--- src/hw/stepper_pkg.sv ---
// Phase angle, microstep, quadrant and step count types with their widths
package stepper_pkg;

  // ------------------------------
  // Phase angle
  // ------------------------------

  localparam int PHASE_BITS = 8;             // 256 positions per electrical turn

  typedef logic [PHASE_BITS-1:0] phase_t;    // Wraps modulo 256

  // Quadrant is the top two angle bits
  typedef logic [1:0] quadrant_t;

  // ------------------------------
  // Step input and step count
  // ------------------------------

  localparam int MICROSTEP_BITS = 8;

  typedef logic [MICROSTEP_BITS-1:0] microstep_t;   // Angle increment per step

  localparam int STEP_COUNT_BITS = 32;

  // Two's complement, wraps at the ends
  typedef logic signed [STEP_COUNT_BITS-1:0] step_count_t;

endpackage

--- src/hw/bridge_pkg.sv ---
// Current, sine magnitude, duty and PWM counter widths, quadrant polarity codes
package bridge_pkg;

  // ------------------------------
  // Duty widths
  // ------------------------------

  localparam int CURRENT_BITS = 4;                     // Top bits of the 8-bit setting
  localparam int TABLE_BITS   = 8;                     // Sine magnitude
  localparam int DUTY_BITS    = CURRENT_BITS + TABLE_BITS;

  typedef logic [DUTY_BITS-1:0] duty_t;
  typedef logic [DUTY_BITS-1:0] pwm_cnt_t;             // One PWM period is 4096 cycles

  // ------------------------------
  // Coil polarity per quadrant
  // ------------------------------

  // Bit order b2, b1, a2, a1 from the MSB down
  localparam logic [3:0] POLARITY_Q0 = 4'b1010;
  localparam logic [3:0] POLARITY_Q1 = 4'b0110;
  localparam logic [3:0] POLARITY_Q2 = 4'b0101;
  localparam logic [3:0] POLARITY_Q3 = 4'b1001;

endpackage

--- src/hw/drive_ifs.sv ---
// phase_if and duty_if interfaces with their modports
interface phase_if;
  stepper_pkg::phase_t      phase;        // Electrical angle
  stepper_pkg::step_count_t step_count;   // Signed position
  logic                     moved;        // High one cycle after an accepted step
  logic                     dir_r;        // Direction of the last step

  modport seq (
    output phase, step_count, moved, dir_r
  );

  modport mod (
    input phase, step_count, moved, dir_r
  );
endinterface

interface duty_if;
  logic                   vref_a;         // PWM enable, coil A
  logic                   vref_b;         // PWM enable, coil B
  stepper_pkg::quadrant_t quadrant;       // Latched at each wrap
  logic                   period_start;   // First cycle of a PWM period

  modport mod (
    output vref_a, vref_b, quadrant, period_start
  );

  modport out (
    input vref_a, vref_b, quadrant, period_start
  );
endinterface

--- src/hw/step_sequencer.sv ---
// Step edge detection, phase angle accumulator and signed step count
module step_sequencer (
  input  logic                    clk,
  input  logic                    resetn,
  input  logic                    step,
  input  logic                    dir,
  input  stepper_pkg::microstep_t microsteps,
  phase_if.seq                    ph
);

  logic                     step_q;     // Step level at the previous edge
  logic                     step_rise;
  stepper_pkg::step_count_t delta;      // Signed increment for this step

  // ------------------------------
  // Edge detect
  // ------------------------------

  // Step history for the rising edge
  always_ff @(posedge clk) begin
    step_q <= step;
  end

  assign step_rise = step & ~step_q;

  // Zero-extend first, then apply direction
  assign delta = dir ? stepper_pkg::step_count_t'(microsteps)
                     : -stepper_pkg::step_count_t'(microsteps);

  // ------------------------------
  // Angle and count
  // ------------------------------

  always_ff @(posedge clk) begin
    if (resetn) begin
      ph.phase      <= '0;
      ph.step_count <= '0;
      ph.moved      <= 1'b0;
      ph.dir_r      <= 1'b0;
    end else begin
      ph.moved <= step_rise;                     // One-cycle pulse
      if (step_rise) begin
        // Low byte of delta, wraps modulo 256
        ph.phase      <= ph.phase + stepper_pkg::phase_t'(delta);
        ph.step_count <= ph.step_count + delta;  // Plain two's complement wrap
        ph.dir_r      <= dir;
      end
    end
  end

endmodule

--- src/hw/coil_modulator.sv ---
// Quarter-wave sine table, current scaling, PWM counter and vref compare
module coil_modulator (
  input  logic       clk,
  input  logic       resetn,
  input  logic [7:0] current,
  phase_if.mod       ph,
  duty_if.mod        dq
);

  localparam int TB = bridge_pkg::TABLE_BITS;

  // round(255 * sin(2*pi*k/256)), k = 0..63
  localparam logic [TB-1:0] SINE_TAB [64] = '{
    8'd0,   8'd6,   8'd13,  8'd19,  8'd25,  8'd31,  8'd37,  8'd44,
    8'd50,  8'd56,  8'd62,  8'd68,  8'd74,  8'd80,  8'd86,  8'd92,
    8'd98,  8'd103, 8'd109, 8'd115, 8'd120, 8'd126, 8'd131, 8'd136,
    8'd142, 8'd147, 8'd152, 8'd157, 8'd162, 8'd167, 8'd171, 8'd176,
    8'd180, 8'd185, 8'd189, 8'd193, 8'd197, 8'd201, 8'd205, 8'd208,
    8'd212, 8'd215, 8'd219, 8'd222, 8'd225, 8'd228, 8'd231, 8'd233,
    8'd236, 8'd238, 8'd240, 8'd242, 8'd244, 8'd246, 8'd247, 8'd249,
    8'd250, 8'd251, 8'd252, 8'd253, 8'd254, 8'd254, 8'd255, 8'd255
  };

  // |sin| of an angle, folded into the quarter table
  function automatic logic [TB-1:0] sine_mag(input stepper_pkg::phase_t p);
    logic [5:0] off;
    off = p[5:0];
    if (!p[6])
      sine_mag = SINE_TAB[off];          // Rising part of the quarter
    else if (off == 6'd0)
      sine_mag = 8'd255;                 // Peak, entry 64
    else
      sine_mag = SINE_TAB[6'd0 - off];   // Mirrored, 64 - off
  endfunction

  logic [TB-1:0]                       mag_a, mag_b;
  logic [bridge_pkg::CURRENT_BITS-1:0] cur_scale;
  bridge_pkg::duty_t                   duty_a_new, duty_b_new;
  bridge_pkg::duty_t                   duty_a_q, duty_b_q;  // Held for the period
  bridge_pkg::duty_t                   duty_a_eff, duty_b_eff;
  bridge_pkg::pwm_cnt_t                cnt;
  logic                                wrap;

  // ------------------------------
  // Magnitudes and duty
  // ------------------------------

  assign mag_a = sine_mag(ph.phase + 8'd64);   // |cos|
  assign mag_b = sine_mag(ph.phase);           // |sin|

  assign cur_scale  = current[7 -: bridge_pkg::CURRENT_BITS];
  assign duty_a_new = bridge_pkg::duty_t'(mag_a) * bridge_pkg::duty_t'(cur_scale);
  assign duty_b_new = bridge_pkg::duty_t'(mag_b) * bridge_pkg::duty_t'(cur_scale);

  // ------------------------------
  // PWM counter and compare
  // ------------------------------

  assign wrap = (cnt == '0);

  // New duty applies from the latch edge on
  assign duty_a_eff = wrap ? duty_a_new : duty_a_q;
  assign duty_b_eff = wrap ? duty_b_new : duty_b_q;

  always_ff @(posedge clk) begin
    if (wrap) begin
      duty_a_q <= duty_a_new;
      duty_b_q <= duty_b_new;
    end
  end

  always_ff @(posedge clk) begin
    if (resetn) begin
      cnt             <= '0;
      dq.vref_a       <= 1'b0;
      dq.vref_b       <= 1'b0;
      dq.quadrant     <= '0;
      dq.period_start <= 1'b0;
    end else begin
      cnt             <= cnt + 1'b1;           // Free running, 4096 cycles
      dq.period_start <= wrap;
      dq.vref_a       <= (cnt < duty_a_eff);   // duty_a cycles high per period
      dq.vref_b       <= (cnt < duty_b_eff);
      if (wrap)
        dq.quadrant <= ph.phase[7:6];
    end
  end

endmodule

--- src/hw/bridge_output.sv ---
// Coil polarity from quadrant, decay and brake selection for both bridges
module bridge_output #(
  parameter bit vref_off_brake = 1'b1   // Brake decay while PWM is off
) (
  duty_if.out  dq,
  input  logic enable,
  input  logic brake,
  output logic phase_a1,
  output logic phase_a2,
  output logic phase_b1,
  output logic phase_b2
);

  logic [3:0] polarity;   // b2 b1 a2 a1
  logic       brake_a, brake_b;
  logic       drive_a, drive_b;

  // ------------------------------
  // Polarity
  // ------------------------------

  always_comb begin
    case (dq.quadrant)
      2'd0:    polarity = bridge_pkg::POLARITY_Q0;
      2'd1:    polarity = bridge_pkg::POLARITY_Q1;
      2'd2:    polarity = bridge_pkg::POLARITY_Q2;
      default: polarity = bridge_pkg::POLARITY_Q3;
    endcase
  end

  // ------------------------------
  // Decay
  // ------------------------------

  if (vref_off_brake) begin : g_vref_brake
    assign brake_a = (~enable & brake) | ~dq.vref_a;
    assign brake_b = (~enable & brake) | ~dq.vref_b;
  end else begin : g_plain_brake
    assign brake_a = brake;
    assign brake_b = brake;
  end

  assign drive_a = enable & dq.vref_a;
  assign drive_b = enable & dq.vref_b;

  // Both legs of an idle coil take its brake value
  assign phase_a1 = drive_a ? polarity[0] : brake_a;
  assign phase_a2 = drive_a ? polarity[1] : brake_a;
  assign phase_b1 = drive_b ? polarity[2] : brake_b;
  assign phase_b2 = drive_b ? polarity[3] : brake_b;

endmodule

--- src/hw/dual_hbridge.sv ---
// Dual H-bridge stepper drive top level, sequencer to modulator to bridge stage
module dual_hbridge #(
  parameter bit vref_off_brake = 1'b1
) (
  input  logic                     clk,
  input  logic                     resetn,
  input  logic                     step,
  input  logic                     dir,
  input  logic                     enable,
  input  logic                     brake,
  input  logic [7:0]               microsteps,
  input  logic [7:0]               current,
  output logic                     phase_a1,
  output logic                     phase_a2,
  output logic                     phase_b1,
  output logic                     phase_b2,
  output logic                     vref_a,
  output logic                     vref_b,
  output stepper_pkg::step_count_t step_count
);

  phase_if ph ();   // Angle and count
  duty_if  dq ();   // PWM enables and quadrant

  step_sequencer u_seq (
    .clk        (clk),
    .resetn     (resetn),
    .step       (step),
    .dir        (dir),
    .microsteps (microsteps),
    .ph         (ph)
  );

  coil_modulator u_mod (
    .clk     (clk),
    .resetn  (resetn),
    .current (current),
    .ph      (ph),
    .dq      (dq)
  );

  bridge_output #(
    .vref_off_brake (vref_off_brake)
  ) u_out (
    .dq       (dq),
    .enable   (enable),
    .brake    (brake),
    .phase_a1 (phase_a1),
    .phase_a2 (phase_a2),
    .phase_b1 (phase_b1),
    .phase_b2 (phase_b2)
  );

  assign step_count = ph.step_count;   // One cycle after the step edge
  assign vref_a     = dq.vref_a;
  assign vref_b     = dq.vref_b;

endmodule

--- config.mk ---
export PLATFORM = sky130hd
export DESIGN_NAME = dual_hbridge
export DESIGN_NICKNAME = d
export VERILOG_FILES = /design/src/hw/stepper_pkg.sv /design/src/hw/bridge_pkg.sv /design/src/hw/drive_ifs.sv /design/src/hw/step_sequencer.sv /design/src/hw/coil_modulator.sv /design/src/hw/bridge_output.sv /design/src/hw/dual_hbridge.sv
export SDC_FILE = /design/constraint.sdc
export NUM_CORES = 1
export LEC_CHECK = 0
export BUFFER_PORTS_ARGS = -buffer_cell sky130_fd_sc_hd__buf_4
export CAP_MARGIN = 20
export CORE_ASPECT_RATIO = 0.7
export CORE_UTILIZATION = 44
export CTS_BUF_LIST = sky130_fd_sc_hd__clkbuf_4 sky130_fd_sc_hd__clkbuf_8
export CTS_CLUSTER_DIAMETER = 30
export DETAILED_ROUTE_END_ITERATION = 6
export PLACE_DENSITY = 0.6
export SYNTH_ARGS = -nofsm -noshare
export SYNTH_HDL_FRONTEND = slang
export SYNTH_HIERARCHICAL = 1
export SYNTH_SLANG_ARGS = --single-unit
--- constraint.sdc ---
create_clock -name clk -period 9.3 [get_ports clk]
set_input_delay 1.395 -clock clk [delete_from_list [all_inputs] [get_ports clk]]
set_output_delay 1.395 -clock clk [all_outputs]
set_load 0.1 [all_outputs]
==> results.cfg <==
[run_status]
run_status = complete, no violations

[clock_network]
clk_pin_slew_ns = 0.09
tritoncts = yes
clkSinkCount = 81
cts_buffers = 9
post_cts_resize_count = 0
cts_hold_buf = 0
ctsHtreeMaxLevel = 3
post-cts-setup-buffers = 0
root_buffer = clkbuf_8
clockBufferDepth = 2
insertion_delay_ns = 0.38

[critical_path]
reg2reg_from = u_seq/ph.phase[1]
end_kind = flop
cp_max_fo = 19
cp-startpoint = u_seq/ph.phase[1]
cp.arrival_ns = 7.49
crit_type = reg -> reg
ff2ff_setup_slack_ns = 2.06
worst_r2r_path_depth = 23
critPathLaunchType = flop
worstReg2RegEnd = u_mod/dq.vref_a
worst_ep_required_time_ns = 9.55
cp-endpoint = u_mod/dq.vref_a

[floorplanning]
ios = 60
start_util_pct = 45.28
die_h_um = 124.8
die_w_um = 177.4
core_area_um2 = 20920
die_area_um2 = 22130
rows = 44

[pwr]
power.leakage_uw = 0.004639
ir_drop_mv = 0.1120
switchingPower_uw = 1029
seq_power_share_pct = 20.9
p_int_uw = 1130
pwr_density_cell_nw_per_um2 = 209.6
power_frac_clock_pct = 14.5
swShare_pct = 47.65
comb_power_share_pct = 64.7

[timing]
setup_viol = 0
drv_slew = 0
hold_viol = 0
tightest_slew_ns = 0.8190
setup-tns-final_ns = 0
period_needed_ns = 7.242
fin_skew_ns = 0.01295
max-slew-margin-rel_pct = 45.01
hold_ws_ns = 0.4515
period_share_pct = 77.87
max_clock_freq_mhz = 138.1
rsz0062_at_grt = no

[global_route]
track_usage_pct = 23.48
grt_pass1_wl_mm = 42.01
grt_max_degree = 59
grt-ovfl-total = 0
grt_pass1_vias = 7934
grt_antenna_before_repair = 0

[synthesis]
syn_inst = 1241
yosys_warnings = 6
syn_nets = 1397
syn-cell-area_um2 = 9472
avgSynthCellArea_um2 = 7.632

[routing]
vias_per_cell = 5.689
dr_total_vias = 8738
wl_per_cell_um = 16.57
drt-total-wl_mm = 25.46
ant_nets = 0
drc_errors = 0
first_iter_violations = 801
first_pass_iters = 7

[placement]
dpl.hpwl_mm = 19.02
portBuffers = 55
gp_congestion = 0.9403

[final_layout]
drive_gt1_share_pct = 10.08
layout.nets = 1411
final_common_cell = nand2_1
fill_cells = 2104
diodes = 0
final_cell_mix = nand2_1 (139), a21oi_1 (126), ha_1 (108), nor2_1 (88), inv_1 (85)
syn_to_final_growth_pct = 8.732

[run]
cap_violations = 0

[min_path]
hold_path_class = reg -> reg
[worst max-delay path: stages, from the launching register on]
cell and delay (ns):
dfxtp_1 0.72, buf_4 0.35, ha_1 0.56, nor2_1 0.25, mux4_1 0.55, a221oi_1 0.30, nor3_1 0.13, a21oi_1 0.31
nand2_1 0.12, fa_1 0.51, inv_1 0.05, fa_1 0.53, ha_1 0.32, a21o_1 0.18, a21o_1 0.21, a211oi_1 0.43
o21ai_0 0.16, a31oi_1 0.23, xnor2_1 0.16, mux2i_1 0.11, ha_1 0.34, nand4_1 0.12, a2111oi_0 0.35, a21oi_1 0.11
[metal layers]
metal	part of all wire, %	track usage [%]	wire, µm
met3	5.9	3.114	1513
met4	0.90	4.625	228
met1	55	38.27	13880
met5	0	0	0
met2	39	31.76	9832
[how the worst min path moves through the flow]
stage | start | to | slack [ns] | cells past startpoint
3_5_place_dp | u_mod/duty_b_q[5] | u_mod/duty_b_q[5] | 0.43 | 2
5_1_grt | u_mod/duty_b_q[2] | u_mod/duty_b_q[2] | 0.47 | 2
3_3_place_gp | u_mod/duty_a_q[5] | u_mod/duty_a_q[5] | 0.42 | 2
2_1_floorplan | u_mod/duty_a_q[5] | u_mod/duty_a_q[5] | 0.41 | 2
4_1_cts | u_mod/duty_b_q[5] | u_mod/duty_b_q[5] | 0.45 | 2
6_report | u_mod/duty_a_q[5] | u_mod/duty_a_q[5] | 0.45 | 2
[sequential cells by signal (all words and copies together), names as in the netlist]
register             count
u_mod/dq.quadrant        2
u_mod/duty_b_q          12
u_mod/dq.vref_a          1
u_seq/step_q             1
u_mod/dq.vref_b          1
u_mod/duty_a_q          12
u_mod/cnt               12
u_seq/ph.phase           8
u_seq/ph.step_count     32
[power groups by stage]
stage | combinational, µW | clock, µW | sequential (µW)
floorplan | 1010 | 0 | 530
CTS | 1390 | 326 | 451
global placement | 1370 | 0 | 458
global route | 1580 | 335 | 458
detailed placement | 1380 | 0 | 459
finish | 1400 | 312 | 451
[area by class of cell]
class                   count  area (µm²)  share of cell area [%]
multi-input cells        1008        7247                   70.37
clock inverters             6       97.59                  0.9476
repair buffers             69       525.5                   5.103
well taps                 276       345.3                   3.353
inverters                  86       322.8                   3.135
flip-flops and latches     81        1623                   15.76
clock buffers              10       137.6                   1.336
[through the flow]
step	util (%)	power, µW	instances	setup slack (ns)	cell area (µm²)
2_1_floorplan	-	1544	1241	2.690	9472
3_3_place_gp	48.03	1827	1519	2.184	10050
3_5_place_dp	48.03	1837	1519	2.167	10050
4_1_cts	49.16	2166	1535	2.112	10280
5_1_grt	49.23	2371	1536	1.486	10300
6_report	49.23	2159	1536	2.058	10300
No activity file was read; power rests on OpenSTA's default activity.
